$ cat config.mk
export PLATFORM = sky130hd
export DESIGN_NAME = x2p_top
export DESIGN_NICKNAME = d
export VERILOG_FILES = /design/src/rtl/ahb_pkg.sv /design/src/rtl/apb_pkg.sv /design/src/rtl/x2p_req_if.sv /design/src/rtl/apb_bus_if.sv /design/src/rtl/ahb_sampler.sv /design/src/rtl/apb_master_fsm.sv /design/src/rtl/apb_reg_bank.sv /design/src/rtl/x2p_top.sv
export SDC_FILE = /design/constraint.sdc
export NUM_CORES = 1
export LEC_CHECK = 0
export ABC_AREA = 0
export BUFFER_PORTS_ARGS = -buffer_cell sky130_fd_sc_hd__buf_2
export CAP_MARGIN = 15
export CORE_MARGIN = 4
export CORE_UTILIZATION = 46
export DETAILED_ROUTE_END_ITERATION = 10
export PLACE_DENSITY_LB_ADDON = 0.12
export SLEW_MARGIN = 20
export SYNTH_ARGS = -nofsm -noshare
export SYNTH_HDL_FRONTEND = slang
export SYNTH_SLANG_ARGS = --single-unit
$ cat constraint.sdc
create_clock -name apb_clk -period 7.45 [get_ports apb_clk]
set_clock_uncertainty 0.2 [all_clocks]
set_input_delay 0.745 -clock apb_clk [delete_from_list [all_inputs] [get_ports apb_clk]]
set_output_delay 0.745 -clock apb_clk [all_outputs]
set_load 0.02 [all_outputs]
$ cat src/rtl/ahb_pkg.sv
/*
 * AHB-lite definitions for the bridge front end.
 * Bus widths plus the transfer type and transfer size encodings.
 * Import with a wildcard in the module header where needed.
 */

package ahb_pkg;

  // Bus widths
  localparam int AHB_AW = 32;
  localparam int AHB_DW = 32;

  // HTRANS encoding
  // BUSY is treated like IDLE by the bridge
  typedef enum logic [1:0] {
    IDLE   = 2'b00,
    BUSY   = 2'b01,
    NONSEQ = 2'b10,
    SEQ    = 2'b11
  } htrans_t;

  // HSIZE encoding, only up to a full word
  typedef enum logic [2:0] {
    BYTE = 3'b000,
    HALF = 3'b001,
    WORD = 3'b010
  } hsize_t;

endpackage : ahb_pkg

$ cat src/rtl/apb_pkg.sv
/*
 * APB side definitions.
 * Master state encoding, the peripheral address map and the slave slots.
 * Shared by the APB master, the bus interface and the register banks.
 */

package apb_pkg;

  // APB bus widths
  localparam int APB_AW = 32;
  localparam int APB_DW = 32;

  // Master FSM states
  typedef enum logic [1:0] {
    IDLE   = 2'b00,
    SETUP  = 2'b01,
    ACCESS = 2'b10
  } apb_state_t;

  // Decoded target of a request
  typedef enum logic [1:0] {
    SLOT_NONE  = 2'b00,
    SLOT_BANK0 = 2'b01,
    SLOT_BANK1 = 2'b10
  } apb_slot_t;

  // ------------------------------------------------------------------------
  // Address map
  // ------------------------------------------------------------------------
  localparam logic [APB_AW-1:0] PERI_BASE  = 32'h0001_0000;
  localparam logic [APB_AW-1:0] BANK0_BASE = PERI_BASE + 32'h0000_0100;
  localparam logic [APB_AW-1:0] BANK1_BASE = PERI_BASE + 32'h0000_0200;
  // Eight 32-bit registers per bank
  localparam logic [APB_AW-1:0] BANK_SPAN  = 32'h0000_0020;

  // Last register of a bank is the read-only ID
  localparam logic [2:0] ID_REG_INDEX = 3'd7;

endpackage : apb_pkg

$ cat src/rtl/x2p_req_if.sv
/*
 * Request/response channel between the AHB sampler and the APB master.
 * A request moves on req_valid and req_ready both high; the response is
 * a single rsp_valid pulse, one request outstanding at a time.
 */

`timescale 1ns/100ps

interface x2p_req_if import ahb_pkg::*; ();

  // Request, held stable until taken
  logic                  req_valid;
  logic                  req_ready;
  logic [AHB_AW-1:0]     req_addr;
  logic                  req_write;
  logic [AHB_DW-1:0]     req_wdata;
  logic [AHB_DW/8-1:0]   req_strb;
  logic [2:0]            req_prot;

  // Response pulse
  logic                  rsp_valid;
  logic [AHB_DW-1:0]     rsp_rdata;
  logic                  rsp_slverr;

  modport requester (
    output req_valid, req_addr, req_write, req_wdata, req_strb, req_prot,
    input  req_ready, rsp_valid, rsp_rdata, rsp_slverr
  );

  modport completer (
    input  req_valid, req_addr, req_write, req_wdata, req_strb, req_prot,
    output req_ready, rsp_valid, rsp_rdata, rsp_slverr
  );

endinterface : x2p_req_if

$ cat src/rtl/apb_bus_if.sv
/*
 * APB bus between the APB master and a single peripheral.
 * One instance per register bank; psel alone marks SETUP, psel with
 * penable marks ACCESS until pready.
 */

`timescale 1ns/100ps

interface apb_bus_if import apb_pkg::*; ();

  // Master to slave
  logic                  psel;
  logic                  penable;
  logic [APB_AW-1:0]     paddr;
  logic                  pwrite;
  logic [APB_DW-1:0]     pwdata;
  logic [APB_DW/8-1:0]   pstrb;
  logic [2:0]            pprot;

  // Slave to master
  logic [APB_DW-1:0]     prdata;
  logic                  pready;
  logic                  pslverr;

  modport master (
    output psel, penable, paddr, pwrite, pwdata, pstrb, pprot,
    input  prdata, pready, pslverr
  );

  modport slave (
    input  psel, penable, paddr, pwrite, pwdata, pstrb, pprot,
    output prdata, pready, pslverr
  );

endinterface : apb_bus_if

$ cat src/rtl/ahb_sampler.sv
/*
 * AHB-lite slave front end of the bridge.
 * Registers the address phase, captures write data, and hands one request
 * to the APB master. Stretches the data phase with hreadyout and plays out
 * the OKAY or two-cycle ERROR response.
 */

`timescale 1ns/100ps

module ahb_sampler import ahb_pkg::*; (
  input  logic                apb_clk,
  input  logic                rst_n,
  input  logic                hsel,
  input  logic [AHB_AW-1:0]   haddr,
  input  htrans_t             htrans,
  input  logic                hwrite,
  input  hsize_t              hsize,
  input  logic [3:0]          hprot,
  input  logic [AHB_DW-1:0]   hwdata,
  input  logic                hready,
  output logic                hreadyout,
  output logic                hresp,
  output logic [AHB_DW-1:0]   hrdata,
  x2p_req_if.requester        req
);

  // Transfer progress, one transfer at a time
  typedef enum logic [2:0] {
    S_IDLE = 3'd0,
    S_DATA = 3'd1,
    S_REQ  = 3'd2,
    S_WAIT = 3'd3,
    S_ERR  = 3'd4
  } smp_state_t;

  smp_state_t            state;
  logic                  addr_accept;
  logic [AHB_DW/8-1:0]   strb_next;
  logic                  valid_q;
  logic [AHB_AW-1:0]     addr_q;
  logic                  write_q;
  logic [AHB_DW/8-1:0]   strb_q;
  logic [2:0]            prot_q;
  logic [AHB_DW-1:0]     wdata_q;

  // Valid address phase, only taken while idle
  assign addr_accept = (state == S_IDLE) && hsel && hready &&
                       ((htrans == NONSEQ) || (htrans == SEQ));

  // Byte lanes from size and low address bits
  always_comb begin
    if (!hwrite) begin
      strb_next = '1;
    end else begin
      case (hsize)
        BYTE:    strb_next = 4'b0001 << haddr[1:0];
        HALF:    strb_next = haddr[1] ? 4'b1100 : 4'b0011;
        WORD:    strb_next = 4'b1111;
        default: strb_next = 4'b1111;
      endcase
    end
  end

  // ------------------------------------------------------------------------
  // Control and response sequencing
  // ------------------------------------------------------------------------
  always_ff @(posedge apb_clk or negedge rst_n) begin
    if (!rst_n) begin
      state     <= S_IDLE;
      hreadyout <= 1'b1;
      hresp     <= 1'b0;
      valid_q   <= 1'b0;
    end else begin
      case (state)
        S_IDLE: begin
          // Drop hresp after the second ERROR cycle
          hresp <= 1'b0;
          if (addr_accept) begin
            hreadyout <= 1'b0;
            state     <= S_DATA;
          end
        end
        S_DATA: begin
          valid_q <= 1'b1;
          state   <= S_REQ;
        end
        S_REQ: begin
          if (req.req_ready) begin
            valid_q <= 1'b0;
            state   <= S_WAIT;
          end
        end
        S_WAIT: begin
          if (req.rsp_valid) begin
            if (req.rsp_slverr) begin
              // First ERROR cycle, hreadyout still low
              hresp <= 1'b1;
              state <= S_ERR;
            end else begin
              hreadyout <= 1'b1;
              state     <= S_IDLE;
            end
          end
        end
        S_ERR: begin
          hreadyout <= 1'b1;
          state     <= S_IDLE;
        end
        default: state <= S_IDLE;
      endcase
    end
  end

  // Payload capture
  always_ff @(posedge apb_clk) begin
    if (addr_accept) begin
      addr_q  <= haddr;
      write_q <= hwrite;
      strb_q  <= strb_next;
      // Instruction = not data, non-secure always set, privileged from hprot[1]
      prot_q  <= {~hprot[0], 1'b1, hprot[1]};
    end
    if (state == S_DATA) begin
      wdata_q <= hwdata;
    end
    if ((state == S_WAIT) && req.rsp_valid) begin
      hrdata <= req.rsp_rdata;
    end
  end

  assign req.req_valid = valid_q;
  assign req.req_addr  = addr_q;
  assign req.req_write = write_q;
  assign req.req_wdata = wdata_q;
  assign req.req_strb  = strb_q;
  assign req.req_prot  = prot_q;

endmodule : ahb_sampler

$ cat src/rtl/apb_master_fsm.sv
/*
 * APB master of the bridge.
 * Takes one request at a time, decodes the target bank, runs SETUP and
 * ACCESS on that bank only, and returns read data and error as a one-cycle
 * response. Unmapped addresses are answered with an error right away.
 */

`timescale 1ns/100ps

module apb_master_fsm import apb_pkg::*; (
  input  logic          apb_clk,
  input  logic          rst_n,
  x2p_req_if.completer  req,
  apb_bus_if.master     bank0,
  apb_bus_if.master     bank1
);

  apb_state_t            state;
  apb_slot_t             slot;
  logic                  take;
  logic [APB_AW-1:0]     addr_q;
  logic                  write_q;
  logic [APB_DW-1:0]     wdata_q;
  logic [APB_DW/8-1:0]   strb_q;
  logic [2:0]            prot_q;
  logic                  sel_pready;
  logic                  sel_pslverr;
  logic [APB_DW-1:0]     sel_prdata;
  logic                  rsp_valid_q;
  logic                  rsp_slverr_q;
  logic [APB_DW-1:0]     rsp_rdata_q;

  // Window check against both banks
  function automatic apb_slot_t decode_slot(input logic [APB_AW-1:0] addr);
    apb_slot_t s;
    s = SLOT_NONE;
    if ((addr >= BANK0_BASE) && (addr < BANK0_BASE + BANK_SPAN)) begin
      s = SLOT_BANK0;
    end else if ((addr >= BANK1_BASE) && (addr < BANK1_BASE + BANK_SPAN)) begin
      s = SLOT_BANK1;
    end
    return s;
  endfunction

  assign req.req_ready = (state == IDLE);
  assign take          = req.req_valid && (state == IDLE);

  // Return path from the selected bank
  assign sel_pready  = (slot == SLOT_BANK1) ? bank1.pready  : bank0.pready;
  assign sel_pslverr = (slot == SLOT_BANK1) ? bank1.pslverr : bank0.pslverr;
  assign sel_prdata  = (slot == SLOT_BANK1) ? bank1.prdata  : bank0.prdata;

  // ------------------------------------------------------------------------
  // Phase sequencing
  // ------------------------------------------------------------------------
  always_ff @(posedge apb_clk or negedge rst_n) begin
    if (!rst_n) begin
      state        <= IDLE;
      slot         <= SLOT_NONE;
      rsp_valid_q  <= 1'b0;
      rsp_slverr_q <= 1'b0;
    end else begin
      // Response is a single pulse
      rsp_valid_q <= 1'b0;
      case (state)
        IDLE: begin
          if (take) begin
            slot <= decode_slot(req.req_addr);
            if (decode_slot(req.req_addr) == SLOT_NONE) begin
              // Nothing behind this address
              rsp_valid_q  <= 1'b1;
              rsp_slverr_q <= 1'b1;
            end else begin
              state <= SETUP;
            end
          end
        end
        SETUP: state <= ACCESS;
        ACCESS: begin
          if (sel_pready) begin
            rsp_valid_q  <= 1'b1;
            rsp_slverr_q <= sel_pslverr;
            state        <= IDLE;
          end
        end
        default: state <= IDLE;
      endcase
    end
  end

  // Request fields, stable from SETUP to completion
  always_ff @(posedge apb_clk) begin
    if (take) begin
      addr_q  <= req.req_addr;
      write_q <= req.req_write;
      wdata_q <= req.req_wdata;
      strb_q  <= req.req_strb;
      prot_q  <= req.req_prot;
    end
    if ((state == ACCESS) && sel_pready) begin
      rsp_rdata_q <= sel_prdata;
    end
  end

  assign req.rsp_valid  = rsp_valid_q;
  assign req.rsp_slverr = rsp_slverr_q;
  assign req.rsp_rdata  = rsp_rdata_q;

  // Both buses share address and data, psel picks the bank
  assign bank0.psel    = (state != IDLE) && (slot == SLOT_BANK0);
  assign bank0.penable = (state == ACCESS) && (slot == SLOT_BANK0);
  assign bank0.paddr   = addr_q;
  assign bank0.pwrite  = write_q;
  assign bank0.pwdata  = wdata_q;
  assign bank0.pstrb   = strb_q;
  assign bank0.pprot   = prot_q;

  assign bank1.psel    = (state != IDLE) && (slot == SLOT_BANK1);
  assign bank1.penable = (state == ACCESS) && (slot == SLOT_BANK1);
  assign bank1.paddr   = addr_q;
  assign bank1.pwrite  = write_q;
  assign bank1.pwdata  = wdata_q;
  assign bank1.pstrb   = strb_q;
  assign bank1.pprot   = prot_q;

endmodule : apb_master_fsm

$ cat src/rtl/apb_reg_bank.sv
/*
 * APB register bank peripheral.
 * Seven read/write registers plus a read-only ID register, byte strobes,
 * a fixed number of wait states and refusal of unprivileged writes.
 */

`timescale 1ns/100ps

module apb_reg_bank import apb_pkg::*; #(
  parameter int unsigned       WAIT_STATES = 0,
  parameter logic [APB_DW-1:0] ID_VALUE    = 32'hB0B0_0001
) (
  input  logic       apb_clk,
  input  logic       rst_n,
  apb_bus_if.slave   apb
);

  localparam int NUM_RW = int'(ID_REG_INDEX);
  localparam int CNT_W  = (WAIT_STATES > 0) ? $clog2(WAIT_STATES + 1) : 1;

  logic [APB_DW-1:0]   regs [NUM_RW];
  logic [CNT_W-1:0]    wait_cnt;
  logic [2:0]          reg_idx;
  logic                access;
  logic                wr_err;
  logic                wr_en;

  // Word index inside the bank
  assign reg_idx = apb.paddr[4:2];
  assign access  = apb.psel && apb.penable;

  // pready on the (WAIT_STATES+1)th ACCESS cycle
  assign apb.pready = access && (wait_cnt == CNT_W'(WAIT_STATES));

  always_ff @(posedge apb_clk or negedge rst_n) begin
    if (!rst_n) begin
      wait_cnt <= '0;
    end else if (access && !apb.pready) begin
      wait_cnt <= wait_cnt + CNT_W'(1);
    end else begin
      wait_cnt <= '0;
    end
  end

  // ------------------------------------------------------------------------
  // Write side
  // ------------------------------------------------------------------------
  // ID register and unprivileged writes are refused
  assign wr_err = apb.pwrite && ((reg_idx == ID_REG_INDEX) || !apb.pprot[0]);
  assign wr_en  = apb.pready && apb.pwrite && !wr_err;

  assign apb.pslverr = apb.pready && wr_err;

  always_ff @(posedge apb_clk or negedge rst_n) begin
    if (!rst_n) begin
      for (int i = 0; i < NUM_RW; i++) begin
        regs[i] <= '0;
      end
    end else if (wr_en) begin
      // Merge only the strobed bytes
      for (int b = 0; b < APB_DW / 8; b++) begin
        if (apb.pstrb[b]) begin
          regs[reg_idx][8*b +: 8] <= apb.pwdata[8*b +: 8];
        end
      end
    end
  end

  // Read side, always OKAY
  assign apb.prdata = (reg_idx == ID_REG_INDEX) ? ID_VALUE : regs[reg_idx];

endmodule : apb_reg_bank

$ cat src/rtl/x2p_top.sv
/*
 * Peripheral subsystem top level.
 * AHB-lite slave port in front of the bridge, with two APB register banks
 * behind it. Bank wait states and ID values are set here.
 */

`timescale 1ns/100ps

module x2p_top import ahb_pkg::*; #(
  parameter int unsigned       BANK0_WAIT = 0,
  parameter int unsigned       BANK1_WAIT = 2,
  parameter logic [AHB_DW-1:0] BANK0_ID   = 32'hB0B0_0001,
  parameter logic [AHB_DW-1:0] BANK1_ID   = 32'hB0B0_0002
) (
  input  logic                apb_clk,
  input  logic                rst_n,
  // AHB-lite slave
  input  logic                hsel,
  input  logic [AHB_AW-1:0]   haddr,
  input  htrans_t             htrans,
  input  logic                hwrite,
  input  hsize_t              hsize,
  input  logic [3:0]          hprot,
  input  logic [AHB_DW-1:0]   hwdata,
  input  logic                hready,
  output logic                hreadyout,
  output logic                hresp,
  output logic [AHB_DW-1:0]   hrdata
);

  // Bridge request channel and per-bank APB buses
  x2p_req_if x2p_req ();
  apb_bus_if bank0_bus ();
  apb_bus_if bank1_bus ();

  ahb_sampler u_sampler (
    .apb_clk   (apb_clk),
    .rst_n     (rst_n),
    .hsel      (hsel),
    .haddr     (haddr),
    .htrans    (htrans),
    .hwrite    (hwrite),
    .hsize     (hsize),
    .hprot     (hprot),
    .hwdata    (hwdata),
    .hready    (hready),
    .hreadyout (hreadyout),
    .hresp     (hresp),
    .hrdata    (hrdata),
    .req       (x2p_req.requester)
  );

  apb_master_fsm u_apb_master (
    .apb_clk (apb_clk),
    .rst_n   (rst_n),
    .req     (x2p_req.completer),
    .bank0   (bank0_bus.master),
    .bank1   (bank1_bus.master)
  );

  // ------------------------------------------------------------------------
  // Peripherals
  // ------------------------------------------------------------------------
  apb_reg_bank #(
    .WAIT_STATES (BANK0_WAIT),
    .ID_VALUE    (BANK0_ID)
  ) u_bank0 (
    .apb_clk (apb_clk),
    .rst_n   (rst_n),
    .apb     (bank0_bus.slave)
  );

  // Slower bank
  apb_reg_bank #(
    .WAIT_STATES (BANK1_WAIT),
    .ID_VALUE    (BANK1_ID)
  ) u_bank1 (
    .apb_clk (apb_clk),
    .rst_n   (rst_n),
    .apb     (bank1_bus.slave)
  );

endmodule : x2p_top

==> out/results.tsv, run 1 <==
stage	metric	value	unit
status	result of the run	finished, final reports clean	
floorplan	height of the die	254	microns
worst_setup_path	kind of cell adding the most delay to the critical path	simple AND/OR/NAND/NOR gates	
synth	Post-synth EDFFs	173	
worst_setup_path	Worst R2R Path Depth	6	
global_route	first-pass GRT wire length	107000	microns
timing	Max transition margin	24.1	%
clock_tree	Inserted Clock Buffers	71	
power_and_ir_drop	leak pwr	14.2	nW
floorplan	count of boundary I/O pins	112	
worst_setup_path	worst path arrival time	3930	ps
power_and_ir_drop	Final Total Pwr	8.28	mW
floorplan	overall die width	254	microns
place	number of I/O port buffers	107	
power_and_ir_drop	Max rail drop VDD	213	uV
floorplan	starting utilization of the core area	46.7	%
min_path	hold_sp	hwdata[3]	
clock_tree	worst skew pair latency	600	ps
synth	fraction of registers with async set or reset after synthesis	72.8	%
timing	sum of negative setup slack	0	ps
worst_setup_path	Setup crit end kind	register	
synth	count of different cell masters after synthesis	64	
clock_tree	clock slew at reported path FFs	60	ps
floorplan	die outline area	64300	sq um
timing	RSZ-0062 raised after global routing	no	
synth	synthesized flop and latch total	636	
worst_setup_path	Worst path slowest cell	buf_4	
synth	count of synthesis-stage warnings from yosys	0	
clock_tree	quantity of hold-fixing buffers added after cts	1	
finish	Layout Nets	1909	
worst_setup_path	Setup crit start	u_apb_master.bank0.paddr[4]$_DFFE_PP_	
clock_tree	post-cts gate resize count	0	
routing	Iteration-0 DRC Markers	1260	
worst_setup_path	Cell Chain, Critical Path	buf_12 > and3_4 > and4bb_2 > buf_4 > nand3_2 > mux2_2	
global_route	vias in the first global route	16500	
global_route	initial antenna violation count	0	
routing	Vias	15600	
min_path	Endpoint, Worst Hold	u_sampler.req.req_wdata[3]$_DFFE_PP_	
global_route	pin count of the biggest net entering global routing	156	
place	weighted congestion reported at the end of routability-driven placement	0.782	
worst_setup_path	capturing point of the worst reg2reg path	u_bank1.regs[213]$_DFFE_PN0P_	
synth	proportion of synthesized chip area in sequential cells	60.5	%
routing	Routed wire per std cell	26.7	microns
timing	crit share post-route	49.1	%
power_and_ir_drop	Pwr per Cell Area	264	nW/um^2
floorplan	Core Box Area	59400	sq um
synth	Synthesized Nets	1804	
worst_setup_path	critical setup path kind	register to register	
worst_setup_path	worst-case register-to-register setup slack	3800	ps
global_route	gr usage total	22.2	%
worst_setup_path	Req. time, crit path	7730	ps
worst_setup_path	maximum fanout encountered on the critical timing path	130	
timing	final critical delay including setup and external delays	3650	ps
clock_tree	clock tree from TritonCTS	done	
finish	Antenna diodes	0	
routing	first drt pass iteration count	5	
worst_setup_path	Startpoint Class	register	
synth	Synth Cell Area	27700	sq um
routing	post-detailed-route count of antenna-violating nets	0	
worst_setup_path	stage delay of the slowest cell on the critical path	610	ps
timing	highest attainable clock frequency	274	MHz
clock_tree	clock buffer depth	3	
floorplan	row cnt	89	
min_path	count of cells along the worst hold path	1	
clock_tree	clock sinks	636	
worst_setup_path	worst reg2reg startpoint	u_apb_master.bank0.paddr[4]$_DFFE_PP_	
timing	number of slew-limit violations in the final report	0	
timing	final setup violation count	0	
routing	routed wire length	70900	microns
timing	number of hold-slack violations in the final timing report	0	
finish	share of cells above drive strength 1	45.1	%
finish	area grow syn2layout	12.9	%
synth	dominant register cell in the synthesized netlist	dfrtp_1	
clock_tree	H-Tree Level Count	3	
timing	slew at the pin closest to its max-slew limit	1140	ps
worst_setup_path	buffer and inverter count on the worst path	2	
clock_tree	clock tree root buffer cell	clkbuf_16	
routing	vias per std cell	5.88	
clock_tree	Post-CTS Setup Bufs	0	
run	number of max-capacitance violations reported	0	
synth	synthesized netlist cell count	1725	
global_route	total grt overflow	0	
place	sum of net half-perimeters after detailed placement	41000	microns
min_path	Worst Hold Class	primary input to register	
routing	DRC violation count after routing	0	
synth	mean cell area of the mapped netlist	16.1	sq um
[kinds of logic (layout without fill, tap and decap cells)]
family	after synthesis	after routing	synth area share, %
AOI/OAI and AO/OA	226	226	6.27
adders and majority gates	1	1	0.0451
buffers and inverters	123	283	2.33
DFF	636	636	60.5
muxes	556	556	25.0
other	1	1	0.0135
and+or+nand+nor	182	182	5.82
[final cells by class]
type	instances	area [sq um]
clock buffers	104	2050
clock inverters	24	204
fillers	4814	28000
inverters	9	33.8
multi-input cells	966	10400
flip-flops and latches	636	16800
well taps	773	967
repair buffers	146	898
[worst max-delay path by stage]
stage / to / slack (ps) / cells after the start
after CTS: u_apb_master.req.rsp_rdata[1]$_DFFE_PP_ / 3880 / 7
final: u_bank1.regs[213]$_DFFE_PN0P_ / 3800 / 6
after detailed placement: u_apb_master.req.rsp_rdata[1]$_DFFE_PP_ / 3900 / 7
after global routing: u_apb_master.req.rsp_rdata[1]$_DFFE_PP_ / 3730 / 7
after global placement: u_apb_master.req.rsp_rdata[1]$_DFFE_PP_ / 3930 / 7
after floorplan: u_sampler.req.req_addr[10]$_DFFE_PP_ / 2460 / 2
[metrics by stage]
step	instance area [sq um]	util, %	hold slack [ps]	worst slack (ps)	std cells
detailed placement	29000	48.9	205	3900	2528
CTS	31300	52.7	75.3	3880	2657
floorplan	27700	-	200	2460	1725
global route	31300	52.8	76.6	3730	2658
finish	31300	52.8	113	3800	2658
global placement	29000	48.9	201	3930	2528
[cells in the final DEF (no fill, tap or decap), drive strengths merged, types with 5 or more instances in the layout]
master and count:
a22oi 43, and4b 6, nor3 6, nand3 63
nor4 9, and3 5, nand2 24, edfxtp 173
o21ai 33, o2bb2ai 14, and2 8, o221ai 5
o22ai 11, nand2b 6, a221o 27, clkinv 17
a22o 20, buf 145, a221oi 25, nor2b 9
a21oi 18, dfrtp 462, o211a 5, clkbuf 104
mux4 26, nor2 23, mux2i 27, inv 12
mux2 503, and3b 6, nand3b 6
[Yosys cell counts, types with 6 or more instances]
cell | instances | area share [%]
a221o_1 | 27 | 0.97
dfrtp_1 | 462 | 42
a21oi_1 | 18 | 0.32
and4b_1 | 6 | 0.22
nand2b_1 | 6 | 0.14
nor4_1 | 8 | 0.18
nand3_2 | 16 | 0.58
nand3_4 | 40 | 2.5
mux2_4 | 112 | 6.1
and3b_1 | 6 | 0.19
nor2_1 | 23 | 0.31
a22oi_1 | 43 | 1.2
edfxtp_1 | 173 | 19
o22ai_1 | 11 | 0.25
mux4_2 | 26 | 2.1
inv_1 | 8 | 0.11
nand2_1 | 24 | 0.32
buf_6 | 8 | 0.32
buf_4 | 6 | 0.16
o2bb2ai_1 | 14 | 0.44
nand3_1 | 7 | 0.13
a221oi_1 | 25 | 0.79
clkbuf_1 | 62 | 0.84
buf_2 | 29 | 0.52
a22o_1 | 20 | 0.63
and2_1 | 7 | 0.16
mux2_2 | 391 | 16
o21ai_0 | 33 | 0.60
nand3b_1 | 6 | 0.16
nor2b_1 | 9 | 0.20
mux2i_1 | 27 | 0.97
[routing by layer]
layer / track usage [%] / vias up / routed length (microns)
met5: 0 / - / 0
met4: 6.87 / 0 / 2160
met3: 3.73 / 131 / 3120
met2: 35.3 / 366 / 33300
met1: 31.7 / 8290 / 32300
li1: - / 6835 / -
[state kept, by name, summed over array words and instances (netlist names), 3 cells and up]
register,flops
u_sampler.req.req_wdata,32
u_sampler.req.req_addr,30
u_bank0.regs,224
u_apb_master.bank0.pwdata,32
u_bank1.regs,224
u_sampler.req.req_strb,4
u_sampler.state,3
u_apb_master.bank0.paddr,3
u_sampler.hrdata,32
u_apb_master.req.rsp_rdata,32
u_apb_master.bank0.pstrb,4
[where the power goes]
group / switching (mW) / total (mW) / internal (mW) / leakage (nW)
logic: 0.640 / 0.865 / 0.225 / 5.13
clock network: 1.40 / 3.41 / 2.01 / 1.11
registers: 0.231 / 4.00 / 3.77 / 7.99
Power figures use the tool's default switching activity.
==> inputs of run 2 (changes only) <==
==> constraint.sdc (replaced) <==
create_clock -name apb_clk -period 3.3 [get_ports apb_clk]
set_clock_uncertainty 0.2 [all_clocks]
set_input_delay 0.33 -clock apb_clk [delete_from_list [all_inputs] [get_ports apb_clk]]
set_output_delay 0.33 -clock apb_clk [all_outputs]
set_load 0.02 [all_outputs]
==> run 2 against run 1 <==
Setup slack got worse by 3400 ps; core utilization increased by 2.0 points; first-iteration DRC count decreased by 19%; hold slack improved by 33 ps; count of clock-buffer cells in the layout decreased by 13; die area unchanged; cell area increased by 3.8%; non-clock buffer count increased by 120; via count increased by 2.9%; clock power increased by 130%; critical endpoint is now u_bank0.regs[17]$_DFFE_PN0P_.
==> out/results.tsv, run 2 (synthesis results as in run 1) <==
stage	metric	value	unit	change
status	result of the run	finished, final reports clean		
clock_tree	quantity of hold-fixing buffers added after cts	75		+74
clock_tree	clock buffer depth	3		unchanged
global_route	vias in the first global route	17200		+4.1%
worst_setup_path	worst-case register-to-register setup slack	410	ps	-3390 ps
min_path	Endpoint, Worst Hold	u_sampler.state[0]$_DFFE_PN0P_		
timing	number of slew-limit violations in the final report	0		unchanged
clock_tree	clock tree root buffer cell	clkbuf_16		
worst_setup_path	Startpoint Class	register		
min_path	Worst Hold Class	primary input to register		
power_and_ir_drop	Max rail drop VDD	468	uV	+120%
worst_setup_path	critical setup path kind	register to register		
power_and_ir_drop	portion of total power attributed to sequential cells	47.5	%	-0.9 points
floorplan	height of the die	254	microns	unchanged
floorplan	die outline area	64300	sq um	unchanged
global_route	pin count of the biggest net entering global routing	99		-37%
finish	most frequent standard cell in the layout excluding fill and tap cells	dfrtp_1		
finish	share of cells above drive strength 1	44.8	%	-0.37 points
routing	post-detailed-route count of antenna-violating nets	0		unchanged
timing	RSZ-0062 raised after global routing	no		
floorplan	row cnt	89		unchanged
place	weighted congestion reported at the end of routability-driven placement	0.789		+0.91%
place	sum of net half-perimeters after detailed placement	43900	microns	+7.0%
power_and_ir_drop	Net Sw Power	5.12	mW	+130%
floorplan	starting utilization of the core area	46.7	%	unchanged
global_route	initial antenna violation count	0		unchanged
run	number of max-capacitance violations reported	0		unchanged
clock_tree	worst skew pair latency	590	ps	about the same
clock_tree	clock sinks	636		unchanged
global_route	gr usage total	22.4	%	+0.22 points
finish	FF+latch area	16800	sq um	unchanged
floorplan	overall die width	254	microns	unchanged
floorplan	Core Box Area	59400	sq um	unchanged
place	number of I/O port buffers	107		unchanged
min_path	hold_sp	hready		
power_and_ir_drop	Pwr per Cell Area	583	nW/um^2	+120%
routing	first drt pass iteration count	5		unchanged
finish	Antenna diodes	0		unchanged
global_route	first-pass GRT wire length	108000	microns	+1.4%
worst_setup_path	worst reg2reg startpoint	u_apb_master.bank0.paddr[3]$_DFFE_PP_		
power_and_ir_drop	share of total power in the clock network	41.0	%	-0.2 points
worst_setup_path	worst path arrival time	3150	ps	-780 ps
finish	biggest regs	u_bank0.regs (224), u_bank1.regs (224)		
clock_tree	Post-CTS Setup Bufs	0		unchanged
worst_setup_path	maximum fanout encountered on the critical timing path	26		-80%
worst_setup_path	Worst R2R Path Depth	5		-1
timing	number of hold-slack violations in the final timing report	0		unchanged
finish	post-layout utilization of the core	54.8	%	+2.0 points
worst_setup_path	capturing point of the worst reg2reg path	u_bank0.regs[17]$_DFFE_PN0P_		
timing	sum of negative setup slack	0	ps	unchanged
min_path	count of cells along the worst hold path	5		+4
power_and_ir_drop	internal power component	13.8	mW	+130%
timing	highest attainable clock frequency	346	MHz	+26%
floorplan	count of boundary I/O pins	112		unchanged
routing	Iteration-0 DRC Markers	1026		-19%
worst_setup_path	Req. time, crit path	3560	ps	-4170 ps
finish	Layout Nets	2027		+6.2%
timing	Max transition margin	43.1	%	+19 points
clock_tree	clock slew at reported path FFs	60	ps	about the same
power_and_ir_drop	leak pwr	14.8	nW	+3.9%
power_and_ir_drop	Switching Share	27.0	%	-0.42 points
routing	vias per std cell	5.80		-1.4%
timing	slew at the pin closest to its max-slew limit	854	ps	-285 ps
clock_tree	Inserted Clock Buffers	69		-2.8%
routing	DRC violation count after routing	0		unchanged
routing	Vias	16100		+2.9%
clock_tree	post-cts gate resize count	0		unchanged
finish	area grow syn2layout	17.2	%	
routing	routed wire length	71600	microns	+1.1%
finish	commonest cells after routing, fill and taps aside	dfrtp_1 (462), mux2_2 (391), edfxtp_1 (173)		
routing	Routed wire per std cell	25.8	microns	-3.2%
timing	final setup violation count	0		unchanged
worst_setup_path	Setup crit end kind	register		
timing	crit share post-route	87.6	%	+39 points
timing	final critical delay including setup and external delays	2890	ps	-764 ps
finish	number of fill cells in the layout	4738		-1.6%
finish	area occupied by multi-input gates	10400	sq um	about the same
global_route	total grt overflow	0		unchanged
clock_tree	H-Tree Level Count	3		unchanged
clock_tree	clock tree from TritonCTS	done		
power_and_ir_drop	power share of the combinational group	11.5	%	+1.1 points
-- run 2: cell count changes in the layout (fill, tap and decap cells not counted), sizes merged --
| cell | before | now |
|---|---|---|
| inv | 12 | 9 |
| clkinv | 17 | 22 |
| buf | 145 | 191 |
| dlygate4sd3 | 1 | 75 |
| clkinvlp | 1 | 4 |
| bufinv | 3 | 7 |
| clkbuf | 104 | 91 |
-- run 2: per-stage QoR --
| stage | setup WS (ps) | hold WS [ps] | instance area [sq um] | total power, mW | cells |
|---|---|---|---|---|---|
| floorplan | 10.5 | -166 | 27700 | 10.1 | 1725 |
| global placement | 499 | 201 | 29500 | 11.3 | 2575 |
| detailed placement | 427 | 205 | 29500 | 11.3 | 2575 |
| CTS | 415 | 103 | 32500 | 19.2 | 2774 |
| global route | 370 | 224 | 32500 | 19.7 | 2774 |
| finish | 409 | 146 | 32500 | 18.9 | 2774 |
-- run 2: metal layers --
layer | GRT usage (%) | up-vias | part of all wire, %
met3 | 3.26 | 148 | 3.8
met2 | 36.2 | 380 | 47
met1 | 30.9 | 8497 | 45
met4 | 9.08 | 0 | 3.8
met5 | 0 | - | 0
li1 | - | 7057 | -
-- run 2: worst max path at each step --
stage                                                      from                              endpoint  slack [ps]
after global placement    u_apb_master.bank0.paddr[3]$_DFFE_PP_          u_bank0.regs[23]$_DFFE_PN0P_         500
after detailed placement  u_apb_master.bank0.paddr[3]$_DFFE_PP_          u_bank0.regs[17]$_DFFE_PN0P_         430
after global routing          u_apb_master.state[0]$_DFFE_PN0P_         u_bank1.regs[160]$_DFFE_PN0P_         370
after CTS                 u_apb_master.bank0.paddr[3]$_DFFE_PP_          u_bank0.regs[17]$_DFFE_PN0P_         420
after floorplan                  u_sampler.state[0]$_DFFE_PN0P_  u_sampler.req.req_addr[10]$_DFFE_PP_          10
final                     u_apb_master.bank0.paddr[3]$_DFFE_PP_          u_bank0.regs[17]$_DFFE_PN0P_         410
-- run 2: layout make-up --
cell class / instances / share of cell area (%)
Sequential cell: 636 / 51.6
Multi-Input combinational cell: 966 / 31.9
Timing Repair Buffer: 266 / 6.43
Clock buffer: 91 / 5.89
Tap cell: 773 / 2.98
Clock inverter: 33 / 1.06
Inverter: 9 / 0.104
-- run 2: critical path: stages (launching register included) --
cell and delay (ps):
edfxtp_1 480, buf_4 420, and3b_1 610, buf_4 300, nand3_2 320, mux2_2 400
-- run 2: power by group through the flow --
| stage | clock, mW | sequential, mW | combinational (mW) |
|---|---|---|---|
| after floorplan | 0 | 8.86 | 1.27 |
| after detailed placement | 0 | 9.16 | 2.14 |
| final | 7.76 | 9.01 | 2.18 |
| after CTS | 7.95 | 9.01 | 2.21 |
| after global routing | 8.26 | 9.08 | 2.33 |
| after global placement | 0 | 9.14 | 2.12 |
